## src/include/ca_defines.svh

```systemverilog
// Sizes for the link. FIFO depth is 2**CA_AD_WIDTH and CA_SEL_W must be able to index a word
`ifndef CA_DEFINES_SVH
`define CA_DEFINES_SVH

////////////////////////////////////////////////////////////////////////////
// Link geometry
////////////////////////////////////////////////////////////////////////////

// Lanes that are aligned together
`define CA_NUM_CHANNELS 4

// Bits carried by one lane per cycle
`define CA_WORD_W 16

////////////////////////////////////////////////////////////////////////////
// Deskew FIFO and strobe select
////////////////////////////////////////////////////////////////////////////

// Pointer width, 3 gives 8 entries per lane
`define CA_AD_WIDTH 3

// Strobe bit index into a lane word
`define CA_SEL_W 4

`endif

```

## src/hw/ca_ctrl_pkg.sv

```systemverilog
// Alignment control types. The state encoding is also seen by the deskew bank through the interface
`default_nettype none

`include "ca_defines.svh"

package ca_ctrl_pkg;

  // One flag per lane
  typedef logic [`CA_NUM_CHANNELS-1:0] lane_mask_t;

  ////////////////////////////////////////////////////////////////////////////
  // Alignment FSM
  ////////////////////////////////////////////////////////////////////////////

  // IDLE     link down, FIFOs flushed
  // FILL     lanes write from their first strobe word
  // RD_WAIT  every lane holds a strobe, read start is delayed
  // ALIGNED  all lanes read together
  // FAIL     overflow or underflow seen, held until link drops
  typedef enum logic [2:0] {
    IDLE    = 3'd0,
    FILL    = 3'd1,
    RD_WAIT = 3'd2,
    ALIGNED = 3'd3,
    FAIL    = 3'd4
  } align_state_t;

endpackage

`default_nettype wire

```

## src/hw/ca_lane_pkg.sv

```systemverilog
// Lane data types. A lane bus is packed, so it casts directly to and from the flat top-level bus
`default_nettype none

`include "ca_defines.svh"

package ca_lane_pkg;

  ////////////////////////////////////////////////////////////////////////////
  // Lane payload
  ////////////////////////////////////////////////////////////////////////////

  // One word of one lane
  typedef logic [`CA_WORD_W-1:0] lane_word_t;

  // All lanes of one cycle, lane 0 in the low bits
  typedef lane_word_t [`CA_NUM_CHANNELS-1:0] lane_bus_t;

  ////////////////////////////////////////////////////////////////////////////
  // Strobe position
  ////////////////////////////////////////////////////////////////////////////

  // Bit inside a word that carries the strobe
  typedef logic [`CA_SEL_W-1:0] bit_sel_t;

endpackage

`default_nettype wire

```

## src/hw/ca_fifo_if.sv

```systemverilog
// Control link between alignment FSM and deskew bank. rd_en is common to all lanes, repeated per lane
`timescale 1ns/1ns
`default_nettype none

interface ca_fifo_if import ca_ctrl_pkg::*; ();

  // Controller to bank
  lane_mask_t   wr_en;
  lane_mask_t   rd_en;
  align_state_t state;

  // Bank to controller
  lane_mask_t   stb_seen;
  lane_mask_t   full;
  lane_mask_t   empty;
  lane_mask_t   ovf;
  lane_mask_t   unf;
  lane_mask_t   rd_stb;

  modport ctrl (
    output wr_en,
    output rd_en,
    output state,
    input  stb_seen,
    input  full,
    input  empty,
    input  ovf,
    input  unf,
    input  rd_stb
  );

  modport bank (
    input  wr_en,
    input  rd_en,
    input  state,
    output stb_seen,
    output full,
    output empty,
    output ovf,
    output unf,
    output rd_stb
  );

endinterface

`default_nettype wire

```

## src/hw/ca_align_ctrl.sv

```systemverilog
// Alignment FSM. Aligns once per link up, any FIFO fault holds FAIL until online_i drops
`timescale 1ns/1ns
`default_nettype none

module ca_align_ctrl import ca_ctrl_pkg::*;
(
  input  wire logic       com_clk,
  input  wire logic       reset_i,
  input  wire logic       online_i,
  input  wire logic [2:0] rden_dly_i,
  ca_fifo_if.ctrl         fifo,
  output logic            align_done_o,
  output logic            align_err_o,
  output logic            stb_pos_err_o
);

  align_state_t state_q;
  align_state_t state_d;
  logic [2:0]   dly_q;
  logic         rd_q;
  logic         stb_err_q;
  logic         wr_act;
  logic         fifo_err;
  logic         all_seen;
  logic         stb_split;

  assign fifo_err  = |(fifo.ovf | fifo.unf);
  assign all_seen  = &fifo.stb_seen;
  // Lanes disagree on the strobe bit
  assign stb_split = (fifo.rd_stb != '0) && (fifo.rd_stb != '1);

  ////////////////////////////////////////////////////////////////////////////
  // Next state
  ////////////////////////////////////////////////////////////////////////////

  always_comb
  begin
    state_d = state_q;
    case (state_q)
      IDLE:
        if (online_i)
          state_d = FILL;
      FILL:
        if (all_seen)
          state_d = RD_WAIT;
      RD_WAIT:
        if (rd_q)
          state_d = ALIGNED;
      ALIGNED,
      FAIL:
        state_d = state_q;
      default:
        state_d = IDLE;
    endcase
    // Faults and a dropped link win over normal flow
    if (fifo_err && (state_q != IDLE))
      state_d = FAIL;
    if (!online_i)
      state_d = IDLE;
  end

  ////////////////////////////////////////////////////////////////////////////
  // State, read-start delay and strobe check
  ////////////////////////////////////////////////////////////////////////////

  always_ff @(posedge com_clk)
  begin
    if (reset_i)
    begin
      state_q   <= IDLE;
      dly_q     <= 3'd0;
      rd_q      <= 1'b0;
      stb_err_q <= 1'b0;
    end
    else
    begin
      state_q <= state_d;
      // Counts rden_dly + 1 cycles of RD_WAIT
      if (state_q != RD_WAIT)
        dly_q <= 3'd0;
      else if (dly_q != rden_dly_i)
        dly_q <= dly_q + 3'd1;
      // Read enable holds from the end of the delay through ALIGNED
      if ((state_d != RD_WAIT) && (state_d != ALIGNED))
        rd_q <= 1'b0;
      else if ((state_q == RD_WAIT) && (dly_q == rden_dly_i))
        rd_q <= 1'b1;
      // Sticky until the link drops
      if (!online_i)
        stb_err_q <= 1'b0;
      else if ((state_q == ALIGNED) && stb_split)
        stb_err_q <= 1'b1;
    end
  end

  assign wr_act = (state_q == FILL) || (state_q == RD_WAIT) || (state_q == ALIGNED);

  assign fifo.state = state_q;
  assign fifo.wr_en = {$bits(lane_mask_t){wr_act}};
  assign fifo.rd_en = {$bits(lane_mask_t){rd_q}};

  assign align_done_o  = (state_q == ALIGNED);
  assign align_err_o   = (state_q == FAIL);
  assign stb_pos_err_o = stb_err_q;

  // Reads only start once every lane has stored its strobe word
  a_rd_after_seen: assert property (@(posedge com_clk) disable iff (reset_i)
    (|fifo.rd_en) |-> (&fifo.stb_seen))
    else $error("rd_en high before all lanes saw a strobe");

endmodule

`default_nettype wire

```

## src/hw/ca_rx_deskew.sv

```systemverilog
// Per-lane deskew FIFOs with no back-pressure. Skew beyond the FIFO depth shows up as overflow
`timescale 1ns/1ns
`default_nettype none

`include "ca_defines.svh"

module ca_rx_deskew import ca_lane_pkg::*, ca_ctrl_pkg::*;
(
  input  wire logic      com_clk,
  input  wire logic      reset_i,
  input  wire bit_sel_t  stb_bit_sel_i,
  input  wire lane_bus_t din_i,
  output lane_bus_t      dout_o,
  ca_fifo_if.bank        fifo
);

  localparam int unsigned DEPTH = 1 << `CA_AD_WIDTH;

  // Step values at pointer and fill-level width
  localparam logic [`CA_AD_WIDTH-1:0] PTR_ONE = 1;
  localparam logic [`CA_AD_WIDTH:0]   CNT_ONE = 1;

  logic flush;

  // FIFOs empty out while the controller is idle or has failed
  assign flush = (fifo.state == IDLE) || (fifo.state == FAIL);

  for (genvar g = 0; g < `CA_NUM_CHANNELS; g++)
  begin : g_lane
    lane_word_t              mem [DEPTH];
    logic [`CA_AD_WIDTH-1:0] wr_ptr;
    logic [`CA_AD_WIDTH-1:0] rd_ptr;
    logic [`CA_AD_WIDTH:0]   count;
    lane_word_t              rd_q;
    logic                    seen_q;
    logic                    ovf_q;
    logic                    unf_q;
    logic                    wr_req;
    logic                    rd_req;
    logic                    wr_ok;
    logic                    rd_ok;
    logic                    full;
    logic                    empty;

    // Words ahead of the first strobe word are dropped
    assign wr_req = fifo.wr_en[g] && (seen_q || din_i[g][stb_bit_sel_i]);
    assign rd_req = fifo.rd_en[g];
    // Top count bit is set only at DEPTH
    assign full   = count[`CA_AD_WIDTH];
    assign empty  = (count == '0);
    assign wr_ok  = wr_req && !full;
    assign rd_ok  = rd_req && !empty;

    ////////////////////////////////////////////////////////////////////////////
    // Pointers, fill level and sticky flags
    ////////////////////////////////////////////////////////////////////////////

    always_ff @(posedge com_clk)
    begin
      if (reset_i || flush)
      begin
        wr_ptr <= '0;
        rd_ptr <= '0;
        count  <= '0;
        seen_q <= 1'b0;
        ovf_q  <= 1'b0;
        unf_q  <= 1'b0;
      end
      else
      begin
        if (wr_ok)
          wr_ptr <= wr_ptr + PTR_ONE;
        if (rd_ok)
          rd_ptr <= rd_ptr + PTR_ONE;
        if (wr_ok && !rd_ok)
          count <= count + CNT_ONE;
        else if (rd_ok && !wr_ok)
          count <= count - CNT_ONE;
        if (wr_req)
          seen_q <= 1'b1;
        // Written while full, the word is lost
        if (wr_req && full)
          ovf_q <= 1'b1;
        if (rd_req && empty)
          unf_q <= 1'b1;
      end
    end

    // Storage and registered read port
    always_ff @(posedge com_clk)
    begin
      if (wr_ok)
        mem[wr_ptr] <= din_i[g];
      if (rd_ok)
        rd_q <= mem[rd_ptr];
    end

    assign dout_o[g]        = rd_q;
    assign fifo.stb_seen[g] = seen_q;
    assign fifo.full[g]     = full;
    assign fifo.empty[g]    = empty;
    assign fifo.ovf[g]      = ovf_q;
    assign fifo.unf[g]      = unf_q;
    assign fifo.rd_stb[g]   = rd_q[stb_bit_sel_i];

    // Pointers meet only when the fill level says full or empty
    a_full_empty: assert property (@(posedge com_clk) disable iff (reset_i)
      (wr_ptr == rd_ptr) == (full || empty))
      else $error("lane %0d fill level disagrees with its pointers", g);
  end

endmodule

`default_nettype wire

```

## src/hw/ca_top.sv

```systemverilog
// Top level on one clock. Every input and output is registered once, lanes run on com_clk
`timescale 1ns/1ns
`default_nettype none

`include "ca_defines.svh"

module ca_top import ca_lane_pkg::*, ca_ctrl_pkg::*;
(
  input  wire logic                                   com_clk,
  input  wire logic                                   reset_i,
  input  wire logic                                   tx_online_i,
  input  wire logic                                   rx_online_i,
  input  wire logic                                   tx_stb_en_i,
  input  wire logic [2:0]                             rden_dly_i,
  input  wire bit_sel_t                               tx_stb_bit_sel_i,
  input  wire bit_sel_t                               rx_stb_bit_sel_i,
  input  wire logic [7:0]                             tx_stb_intv_i,
  input  wire logic [`CA_NUM_CHANNELS*`CA_WORD_W-1:0] tx_din_i,
  input  wire logic [`CA_NUM_CHANNELS*`CA_WORD_W-1:0] rx_din_i,
  output logic [`CA_NUM_CHANNELS*`CA_WORD_W-1:0]      tx_dout_o,
  output logic [`CA_NUM_CHANNELS*`CA_WORD_W-1:0]      rx_dout_o,
  output logic                                        align_done_o,
  output logic                                        align_err_o,
  output logic                                        rx_stb_pos_err_o,
  output lane_mask_t                                  fifo_full_o,
  output lane_mask_t                                  fifo_empty_o
);

  logic       tx_online;
  logic       rx_online;
  logic       tx_stb_en;
  logic [2:0] rden_dly;
  bit_sel_t   tx_stb_bit_sel;
  bit_sel_t   rx_stb_bit_sel;
  logic [7:0] tx_stb_intv;
  lane_bus_t  tx_din;
  lane_bus_t  rx_din;
  lane_bus_t  tx_dout;
  lane_bus_t  rx_dout;
  logic       align_done;
  logic       align_err;
  logic       rx_stb_pos_err;

  ////////////////////////////////////////////////////////////////////////////
  // Boundary registers
  ////////////////////////////////////////////////////////////////////////////

  always_ff @(posedge com_clk)
  begin
    if (reset_i)
    begin
      tx_online        <= 1'b0;
      rx_online        <= 1'b0;
      tx_stb_en        <= 1'b0;
      align_done_o     <= 1'b0;
      align_err_o      <= 1'b0;
      rx_stb_pos_err_o <= 1'b0;
      fifo_full_o      <= '0;
      fifo_empty_o     <= '1;
    end
    else
    begin
      tx_online        <= tx_online_i;
      rx_online        <= rx_online_i;
      tx_stb_en        <= tx_stb_en_i;
      align_done_o     <= align_done;
      align_err_o      <= align_err;
      rx_stb_pos_err_o <= rx_stb_pos_err;
      fifo_full_o      <= u_fifo_if.full;
      fifo_empty_o     <= u_fifo_if.empty;
    end
  end

  // Settings and lane data
  always_ff @(posedge com_clk)
  begin
    rden_dly       <= rden_dly_i;
    tx_stb_bit_sel <= tx_stb_bit_sel_i;
    rx_stb_bit_sel <= rx_stb_bit_sel_i;
    tx_stb_intv    <= tx_stb_intv_i;
    tx_din         <= lane_bus_t'(tx_din_i);
    rx_din         <= lane_bus_t'(rx_din_i);
    tx_dout_o      <= tx_dout;
    rx_dout_o      <= rx_dout;
  end

  ca_fifo_if u_fifo_if ();

  ca_tx_stb_gen u_tx_stb_gen (
    .com_clk       (com_clk),
    .reset_i       (reset_i),
    .online_i      (tx_online),
    .stb_en_i      (tx_stb_en),
    .stb_bit_sel_i (tx_stb_bit_sel),
    .stb_intv_i    (tx_stb_intv),
    .din_i         (tx_din),
    .dout_o        (tx_dout)
  );

  ca_rx_deskew u_rx_deskew (
    .com_clk       (com_clk),
    .reset_i       (reset_i),
    .stb_bit_sel_i (rx_stb_bit_sel),
    .din_i         (rx_din),
    .dout_o        (rx_dout),
    .fifo          (u_fifo_if)
  );

  ca_align_ctrl u_align_ctrl (
    .com_clk       (com_clk),
    .reset_i       (reset_i),
    .online_i      (rx_online),
    .rden_dly_i    (rden_dly),
    .fifo          (u_fifo_if),
    .align_done_o  (align_done),
    .align_err_o   (align_err),
    .stb_pos_err_o (rx_stb_pos_err)
  );

endmodule

`default_nettype wire

```

## src/hw/ca_tx_stb_gen.sv

```systemverilog
// Transmit strobe insertion, one register deep. An interval of 0 or 1 marks every word
`timescale 1ns/1ns
`default_nettype none

`include "ca_defines.svh"

module ca_tx_stb_gen import ca_lane_pkg::*;
(
  input  wire logic      com_clk,
  input  wire logic      reset_i,
  input  wire logic      online_i,
  input  wire logic      stb_en_i,
  input  wire bit_sel_t  stb_bit_sel_i,
  input  wire logic [7:0] stb_intv_i,
  input  wire lane_bus_t din_i,
  output lane_bus_t      dout_o
);

  logic [7:0] cnt_q;
  logic       run;
  logic       stb_ins;
  lane_bus_t  stb_word;

  assign run     = online_i && stb_en_i;
  assign stb_ins = run && (cnt_q == 8'd0);

  // Word counter, wraps at interval - 1
  always_ff @(posedge com_clk)
  begin
    if (reset_i || !run)
      cnt_q <= 8'd0;
    else if ((stb_intv_i == 8'd0) || (cnt_q >= stb_intv_i - 8'd1))
      cnt_q <= 8'd0;
    else
      cnt_q <= cnt_q + 8'd1;
  end

  // Same strobe bit in every lane
  always_comb
  begin
    stb_word = din_i;
    if (stb_ins)
    begin
      for (int i = 0; i < `CA_NUM_CHANNELS; i++)
      begin
        stb_word[i][stb_bit_sel_i] = 1'b1;
      end
    end
  end

  always_ff @(posedge com_clk)
  begin
    dout_o <= stb_word;
  end

  // Interval may change while the link is down
  a_cnt_in_intv: assert property (@(posedge com_clk) disable iff (reset_i)
    (run && (stb_intv_i != 8'd0)) |-> (cnt_q < stb_intv_i))
    else $error("strobe counter passed the interval");

endmodule

`default_nettype wire

```

## config.mk

```make
export PLATFORM = sky130hd
export DESIGN_NAME = ca_top
export DESIGN_NICKNAME = d
export VERILOG_FILES = /design/src/hw/ca_ctrl_pkg.sv /design/src/hw/ca_lane_pkg.sv /design/src/hw/ca_fifo_if.sv /design/src/hw/ca_align_ctrl.sv /design/src/hw/ca_rx_deskew.sv /design/src/hw/ca_top.sv /design/src/hw/ca_tx_stb_gen.sv
export VERILOG_INCLUDE_DIRS = /design/src /design/src/include
export SDC_FILE = /design/constraint.sdc
export NUM_CORES = 1
export LEC_CHECK = 0
export ABC_AREA = 1
export BUFFER_PORTS_ARGS = -buffer_cell sky130_fd_sc_hd__buf_2
export CELL_PAD_IN_SITES_DETAIL_PLACEMENT = 1
export CELL_PAD_IN_SITES_GLOBAL_PLACEMENT = 2
export CORE_AREA = 2 2 298 300
export CTS_CLUSTER_SIZE = 24
export DETAILED_ROUTE_END_ITERATION = 8
export DIE_AREA = 0 0 300 302
export MAX_ROUTING_LAYER = met4
export PLACE_DENSITY = 0.86
export REMOVE_ABC_BUFFERS = 1
export SETUP_SLACK_MARGIN = 0.4
export SLEW_MARGIN = 20
export SYNTH_ARGS = -nofsm -noshare
export SYNTH_HDL_FRONTEND = slang
export SYNTH_SLANG_ARGS = --single-unit
```

## constraint.sdc

```tcl
create_clock -name com_clk -period 3.8 [get_ports com_clk]
set_clock_uncertainty 0.2 [all_clocks]
set_input_delay 0.95 -clock com_clk [delete_from_list [all_inputs] [get_ports com_clk]]
set_output_delay 0.95 -clock com_clk [all_outputs]
set_load 0.05 [all_outputs]
```

* Yosys cells after proc, flatten, opt, wreduce, memory -nomap -nowiden
Memory sizes are Yosys's and may differ from the RTL's. A register that Yosys moved wholly into a read port is not among the register bits.
Cells that the tools add are included.
** Word-level totals
- Memories kept :: 4
- Register bits after elaboration :: 421
- Output and inout bits :: 139
- Input port bits :: 152
- Logic and storage cells :: 221
- Bits in writable memories :: 512
** Operators by class
- Mux-type cells :: 40
- Order comparisons :: 4
- $add $sub $neg :: 19
- Reduce and logical (&&, ||, !) cells :: 83
- Bitwise operators :: 6
- Equal/unequal tests :: 10
** Memory list
- u_rx_deskew.g_lane[0].mem :: words 8, width 16, read ports 1, clocked after Yosys merged registers in 1, wr ports 1, RTL line ca_rx_deskew.sv:30 : lane_word_t mem [DEPTH];
- u_rx_deskew.g_lane[1].mem :: words 8, width 16, read ports 1, clocked after Yosys merged registers in 1, wr ports 1, RTL line ca_rx_deskew.sv:30
- u_rx_deskew.g_lane[2].mem :: words 8, width 16, read ports 1, clocked after Yosys merged registers in 1, wr ports 1, RTL line ca_rx_deskew.sv:30
- u_rx_deskew.g_lane[3].mem :: words 8, width 16, read ports 1, clocked after Yosys merged registers in 1, wr ports 1, RTL line ca_rx_deskew.sv:30
** Operator list (number)
- 64-bit two-way mux :: 1
- 16-bit bitwise OR :: 4
- 1-bit logical AND :: 36
- 1-bit binary-select mux with 4-bit select :: 8
- 4-bit two-way mux :: 8
- 3-bit by 1-bit adder with 3-bit output (second input constant) :: 9
- 1-bit zero test :: 17
- 1-bit two-way mux :: 17
- 4-bit by 1-bit adder with 4-bit output (second input constant) :: 4
- 4-bit zero test :: 4
- 8-bit zero test :: 2
- 4-bit by 1-bit subtractor with 4-bit output (second input constant) :: 4
- 3-bit two-way mux :: 4
- 3-bit case mux with 4 select lines :: 1
- 1-bit logical OR :: 10
- 4-bit by 5-bit < comparator with 1-bit output (second input constant) :: 2
- 2-bit OR reduction :: 5
- 3-bit by 2-bit inequality test with 1-bit output (second input constant) :: 3
- 8-bit by 1-bit adder with 8-bit output (second input constant) :: 1
- 8-bit greater-or-equal comparator :: 1
- 2-bit nonzero test :: 4
- 8-bit by 1-bit subtractor with 8-bit output (second input constant) :: 1
- 3-bit by 2-bit equality test with 1-bit output (second input constant) :: 2
- 1-bit demux with 4-bit select :: 1
- 13 further kinds :: 13

* Longest topological paths before layout
- Word-level depth :: 9
- Gate-level depth with buffers :: 20
- Depth with buffers taken out :: 19

* Hierarchy
A second synthesis with hierarchy kept.
** Unflattened totals
- Cell total of the unflattened synthesis :: 2915
- Area, all modules :: 34774.6 sq um
** By module, submodules not included
- ca_rx_deskew :: instances 1, sequential area each 18337.6 sq um, cells each 2190, area each 25684.6 sq um
- ca_top :: instances 1, sequential area each 5785.5 sq um, cells each 319, area each 5905.7 sq um
- ca_tx_stb_gen :: instances 1, sequential area each 1441.4 sq um, cells each 319, area each 2598.7 sq um
- ca_align_ctrl :: instances 1, sequential area each 160.2 sq um, cells each 87, area each 585.6 sq um

* Worst setup path before layout
Ideal clock, no wire load.
- Kind :: register to register
- Start :: register u_align_ctrl.rd_q
- End :: register u_rx_deskew.g_lane[1].count[3]
- Data required time :: 3.476 ns
- Library setup time :: 0.124 ns
- Period minus slack after synthesis :: 3.136 ns
- Arrival time :: 2.813 ns
- Path buffers :: 0
- Cell stages (with the launch flop) :: 14
- Setup slack :: 0.664 ns
- Cell sequence :: dfxtp_1 > inv_1 > nor2_1 > inv_1 > ha_1 > inv_1 > ha_1 > a21o_1 > a21oi_1 > nor2_1 > nor2_1 > nand2_1 > o21ai_0 > a21oi_1
** On the way
- Word-level cells in the longest chain between the ends :: 4
- Elaborated cells between the ends (all ways) :: 6
- Classes of those cells :: mux (1); reduce/logical (5)
** Ends and longest elaborated chain
- from (decl) :: RTL line ca_align_ctrl.sv:20 : logic rd_q;
- from (signal assigned) :: RTL line ca_align_ctrl.sv:72 : rd_q <= 1'b0;
- from (signal assigned) :: RTL line ca_align_ctrl.sv:85 : rd_q <= 1'b0;
- from (signal assigned) :: RTL line ca_align_ctrl.sv:87 : rd_q <= 1'b1;
- 1-bit logical AND * :: RTL line ca_rx_deskew.sv:52 : assign rd_ok = rd_req && !empty;
- net u_rx_deskew.g_lane[1].rd_ok :: RTL line ca_rx_deskew.sv:41 : logic rd_ok;
- 1-bit zero test :: RTL line ca_rx_deskew.sv:75 : if (wr_ok && !rd_ok)
- 1-bit logical AND :: RTL line ca_rx_deskew.sv:75
- 4-bit two-way mux or 2-bit nonzero test (tied branches)
- to (signal assigned) :: RTL line ca_rx_deskew.sv:76 : count <= count + CNT_ONE;
- to (signal assigned) :: RTL line ca_rx_deskew.sv:78 : count <= count - CNT_ONE;
- to (decl) :: RTL line ca_rx_deskew.sv:33 : logic [`CA_AD_WIDTH:0] count;
The timed path passes the listed nets; every way through them passes the cells marked *.
A chain may end at the register's enable or synchronous reset.

* Final worst setup path
- Start :: register rx_stb_bit_sel[2]
- End :: register u_rx_deskew.g_lane[1].count[3]
** On the way
- Word-level cells in the longest chain between the ends :: 8
- Elaborated cells between the ends (all ways) :: 10
- Classes of those cells :: mux (3); reduce/logical (7)
** Ends and longest elaborated chain
- from (decl) :: RTL line ca_top.sv:34 : bit_sel_t rx_stb_bit_sel;
- from (signal assigned) :: RTL line ca_top.sv:79 : rx_stb_bit_sel <= rx_stb_bit_sel_i;
- 1-bit binary-select mux with 4-bit select * :: RTL line ca_rx_deskew.sv:46 : assign wr_req = fifo.wr_en[g] && (seen_q || din_i[g][stb_bit_sel_i]);
- 1-bit two-way mux (implied by the code) * :: RTL line ca_rx_deskew.sv:46
- 1-bit logical OR * :: RTL line ca_rx_deskew.sv:46
- 1-bit logical AND * :: RTL line ca_rx_deskew.sv:46
- 1-bit logical AND * :: RTL line ca_rx_deskew.sv:51 : assign wr_ok = wr_req && !full;
- net u_rx_deskew.g_lane[1].wr_ok :: RTL line ca_rx_deskew.sv:40 : logic wr_ok;
- 1-bit zero test :: RTL line ca_rx_deskew.sv:77 : else if (rd_ok && !wr_ok)
- 1-bit logical AND :: RTL line ca_rx_deskew.sv:77
- 2-bit nonzero test (no line)
The timed path passes the listed nets; every way through them passes the cells marked *. The select of a mux whose other input is x is not followed.

==> results.rst <==
.. list-table::
   :header-rows: 1

   * - Metric
     - Value
   * - Outcome
     - complete, no violations
   * - Total congestion overflow
     - 0
   * - Most Frequent Cell on Critical Path
     - nand2_1
   * - Placeable core region
     - about 88,000 um^2
   * - Global-route total usage across every layer
     - 20.7%
   * - Tightest Pin Transition
     - 1.06 ns
   * - Critical path's slowest cell
     - dfxtp_1
   * - Maximum count of clock buffers along a single path
     - 3
   * - DRC viols
     - 0
   * - Category of the worst setup path launch point
     - flip-flop
   * - Area fraction in compound gates after synthesis
     - 7.38%
   * - Root buf cell
     - clkbuf_16
   * - R2r endpoint
     - u_rx_deskew.g_lane[1].count[3]
   * - Worst slack at placement
     - 0.562 ns
   * - Crit path largest cell delay
     - 0.31 ns
   * - End point of the worst hold path
     - tx_dout_o[16]
   * - Worst-path maximum fanout
     - 9
   * - Critical Path, Cell by Cell
     - buf_4 -> inv_1 -> buf_4 -> nand3_1 -> nand2_1 -> nand2_1 -> nand3_2 -> nand3_4 -> clkinv_2 -> ha_1 -> inv_1 -> ha_1 -> a21o_1 -> a21oi_1 -> nor2_1 -> nor2_1 -> nand2_1 -> o21ai_1 -> a21oi_1
   * - RSZ-0062 raised after global routing
     - false
   * - DR vias
     - 22,800
   * - Initial core utilization
     - 39.6%
   * - Number of flip-flops and latches in the synthesized netlist
     - 997
   * - Instance count along the most critical hold path
     - 0
   * - Growth of design area from synthesis to finish
     - 19.5%
   * - Final period demand of the worst path
     - slightly above 3 ns
   * - Distinct cells, synth
     - approximately 40
   * - R2R Setup Slk
     - 0.68 ns
   * - Post-Syn Area
     - 34,700 um^2
   * - Die extent in x
     - ~300 um
   * - Required time at the worst-slack endpoint
     - approximately 4.2 ns
   * - Number of detailed-route iterations in the first pass
     - 5
   * - Number of design-rule violations left by the first detailed-router iteration
     - ~1,700
   * - Non-Filler Instances
     - between 4,000 and 5,000
   * - Final worst-path cycle share
     - just over 80%
   * - Die area
     - 90,600 um^2
   * - Static Leakage
     - 16.3 nW
   * - Post-synth EDFFs
     - roughly 580
   * - Antenna-violating nets left
     - 0
   * - Cells after DPL
     - 4,335
   * - Share of flip-flops with an asynchronous set or reset
     - 0%
   * - DPL Wire Length
     - 58,400 um
   * - Type of the worst setup path
     - reg -> reg
   * - Total of hold buffers inserted after clock tree synthesis
     - 0
   * - Count of clock tree sinks
     - approximately 1,000
   * - Delay-heaviest family, CP
     - simple AND/OR/NAND/NOR gates
   * - Arithmetic-cell share of the synthesized area counting full adders, half adders and majority gates
     - 1.42%
   * - Overall die height
     - 302 um
   * - Worst-case headroom to the max-slew limit
     - 29.2%
   * - Critical path buffer and inverter count
     - 5
   * - Insertion delay of the later-clocked pin in the worst-skew pair
     - 0.68 ns
   * - Number of global-route vias before repair
     - 23,600
   * - Via density
     - 5.03
   * - Largest net degree at the start of global routing
     - 68
   * - Main combinational cell family by area after synthesis
     - simple AND/OR/NAND/NOR gates
   * - Dominant register cell in the synthesized netlist
     - edfxtp_1
   * - Crit path capture type
     - flip-flop
   * - Final number of max-transition violations
     - 0
   * - Routability-driven placement congestion ratio
     - 0.787
   * - Count of H-tree levels built during CTS
     - 3
   * - Max capacitance violation total
     - 0
   * - Startpoint of the most critical hold path
     - u_tx_stb_gen.dout_o[16]
   * - Average cell area after synthesis
     - ~12 um^2
   * - Proportion of layout cells with a drive suffix above 1
     - 17.6%
   * - Number of antenna violations at the first check in global routing
     - 3
   * - Reg-to-reg critical path startpoint
     - rx_stb_bit_sel[2]
   * - R2r worst-path depth
     - 19
   * - Post-Route WL
     - 93,400 um
   * - Warning count from the yosys run
     - 0
   * - Final count of hold timing violations
     - 0
   * - Sequential share of the synthesized area
     - ~74%
   * - Clock slew at reported path FFs
     - around 0.06 ns
   * - Power Density
     - 550 nW/um^2
   * - Maximum clock rate
     - 321 MHz
   * - Final core utilization
     - 47.3%
   * - Count of final setup violators
     - 0
   * - Synth Area in XOR/XNOR
     - 0.682%
   * - IR Drop Worst-Case VDD
     - 0.000329 V
   * - Final routed wire length divided by cell count
     - 20.6 um
   * - Buffers on Ports
     - 290
   * - Count of mapped cells out of synthesis
     - 2,918
   * - Smallest setup slack after layout
     - 0.681 ns
   * - Standard-cell row count
     - 109
   * - Wire length of the first global-routing pass
     - about 140,000 um
   * - Min-Delay Path Class
     - reg -> reg
   * - TritonCTS clock tree
     - yes
   * - Share of synthesized area spent on multiplexers
     - 0%
   * - # nets final
     - 3,469
   * - Number of buffers created by CTS
     - about 100
   * - Critical path arrival
     - 3.48 ns
   * - I/O pin count
     - ~290
   * - Basic-gate share of the synthesized area counting and, or, nand and nor cells
     - approximately 12%
## through the flow
step           total power [mW]  setup TNS [ns]  hold slack [ns]  cell area, um^2
2_1_floorplan              12.2           -2.43            0.110            34100
3_5_place_dp               12.5               0            0.113            37700
6_report                   22.8               0            0.124            41400
4_1_cts                    23.0               0            0.123            41300
5_1_grt                    23.5               0            0.134            41400
3_3_place_gp               12.5               0            0.110            37700
## worst reg2reg max path, stage by stage, from the launching register on
cell      delay (ns)
dfxtp_1         0.31
buf_4           0.17
inv_1           0.14
buf_4           0.21
nand3_1         0.10
nand2_1         0.11
nand2_1         0.08
nand3_2         0.14
nand3_4         0.11
clkinv_2        0.12
ha_1            0.20
inv_1           0.10
ha_1            0.31
a21o_1          0.17
a21oi_1         0.16
nor2_1          0.06
nor2_1          0.08
nand2_1         0.07
o21ai_1         0.12
a21oi_1         0.05
## routing by layer
layer | wire length [um] | up-vias | part of all wire (%) | GRT usage, %
met3 | 4480 | 146 | 4.8 | 2.67
met2 | 47700 | 562 | 51 | 35.5
met4 | 2190 | 0 | 2.3 | 6.70
li1 | - | 10700 | - | -
met1 | 39100 | 11400 | 42 | 25.4
met5 | 0 | - | 0 | -
## sequential cells by signal, summed over array words and instances (netlist names), 3 cells and up
name and cells:
tx_dout_o 64, rx_dout_o 64, tx_stb_bit_sel 4, u_tx_stb_gen.cnt_q 8, u_rx_deskew.g_lane.mem 512, u_tx_stb_gen.dout_o 64
u_rx_deskew.g_lane.rd_q 64, tx_din 64, u_rx_deskew.g_lane.ovf_q 4, rx_stb_bit_sel 4, u_align_ctrl.dly_q 3, rx_din 64
tx_stb_intv 8, fifo_empty_o 4, u_rx_deskew.g_lane.rd_ptr 12, u_rx_deskew.g_lane.seen_q 4, u_rx_deskew.g_lane.count 16, u_rx_deskew.g_lane.wr_ptr 12
u_align_ctrl.fifo.state 3, rden_dly 3, fifo_full_o 4, u_rx_deskew.g_lane.unf_q 4
## kinds of logic after synthesis
| kind of cell | count (synthesis) |
|---|---|
| AND/OR/NAND/NOR | 1063 |
| flip-flops | 997 |
| AO/OA/AOI/OAI | 470 |
| buffers and inverters | 324 |
| adder cells (fa/ha/maj) | 37 |
| XOR/XNOR | 27 |
## Yosys cell counts (10+ instances only)
cell type  number  area share [%]
buf_2          25            0.36
clkbuf_1       74            0.80
ha_1           33             1.2
o21ai_0       269             3.9
dfxtp_1       421              24
edfxtp_1      576              50
nand2_1       381             4.1
inv_1         195             2.1
xnor2_1        10            0.25
nand3_1       103             1.5
a21oi_1        50            0.72
o22ai_1        65             1.2
nor3_1         17            0.25
nand4_1        10            0.18
nor2_1        520             5.6
xor2_1         17            0.43
a31oi_1        64             1.2
## where the power goes
part	internal [mW]	total [mW]	leakage (nW)	switching [mW]
Sequential	11.6	11.7	8.70	0.135
Combinational	0.199	0.627	5.79	0.428
Clock	6.29	10.5	1.77	4.18
Total	18.1	22.8	16.3	4.74
## placed cells by master (no fill, tap or decap), types with 6 or more instances in the layout
cell,Yosys,layout
nor4_1,6,6
a31oi_1,64,64
inv_2,8,7
ha_1,33,33
clkbuf_1,74,19
dfxtp_1,421,415
a21oi_1,50,50
nor3_1,17,17
clkinv_2,3,23
o21ai_1,8,11
inv_1,195,194
buf_12,1,6
buf_4,4,72
o21ai_0,269,266
bufinv_16,0,10
xor2_1,17,17
a21oi_2,8,8
o22ai_1,65,65
clkbuf_8,0,15
clkinv_1,0,8
edfxtp_1,576,576
nand3_1,103,103
xnor2_1,10,10
nand2_1,381,381
nand4_1,10,10
nor2_1,520,516
clkbuf_16,0,114
buf_2,25,290
## how the worst max path moves through the flow
stage	cells after the start	slack (ns)	end	start
2_1_floorplan	19	-0.48	u_rx_deskew.g_lane[1].count[3]	rx_stb_bit_sel[0]
3_3_place_gp	20	0.61	u_rx_deskew.g_lane[1].count[3]	rx_stb_bit_sel[0]
3_5_place_dp	20	0.56	u_rx_deskew.g_lane[1].count[3]	rx_stb_bit_sel[0]
4_1_cts	19	0.51	u_rx_deskew.g_lane[1].count[3]	rx_stb_bit_sel[0]
5_1_grt	19	0.41	u_rx_deskew.g_lane[3].count[3]	rx_stb_bit_sel[2]
6_report	19	0.68	u_rx_deskew.g_lane[1].count[3]	rx_stb_bit_sel[2]
## final cells by class
class                   instances  area [um^2]
fillers                      9289        46100
repair buffers                374         2240
well taps                    1165         1460
diodes                          2         5.00
inverters                     207          788
clock inverters                48          523
flip-flops and latches        997        25700
multi-input cells            1597         7630
clock buffers                 145         3060
## timing repair
item                       in CTS  in global routing
setup buffers                   0                  2
setup endpoints to repair       0                  4
resized for setup               0                 12
Note: power is estimated with default switching activity, not from simulation.
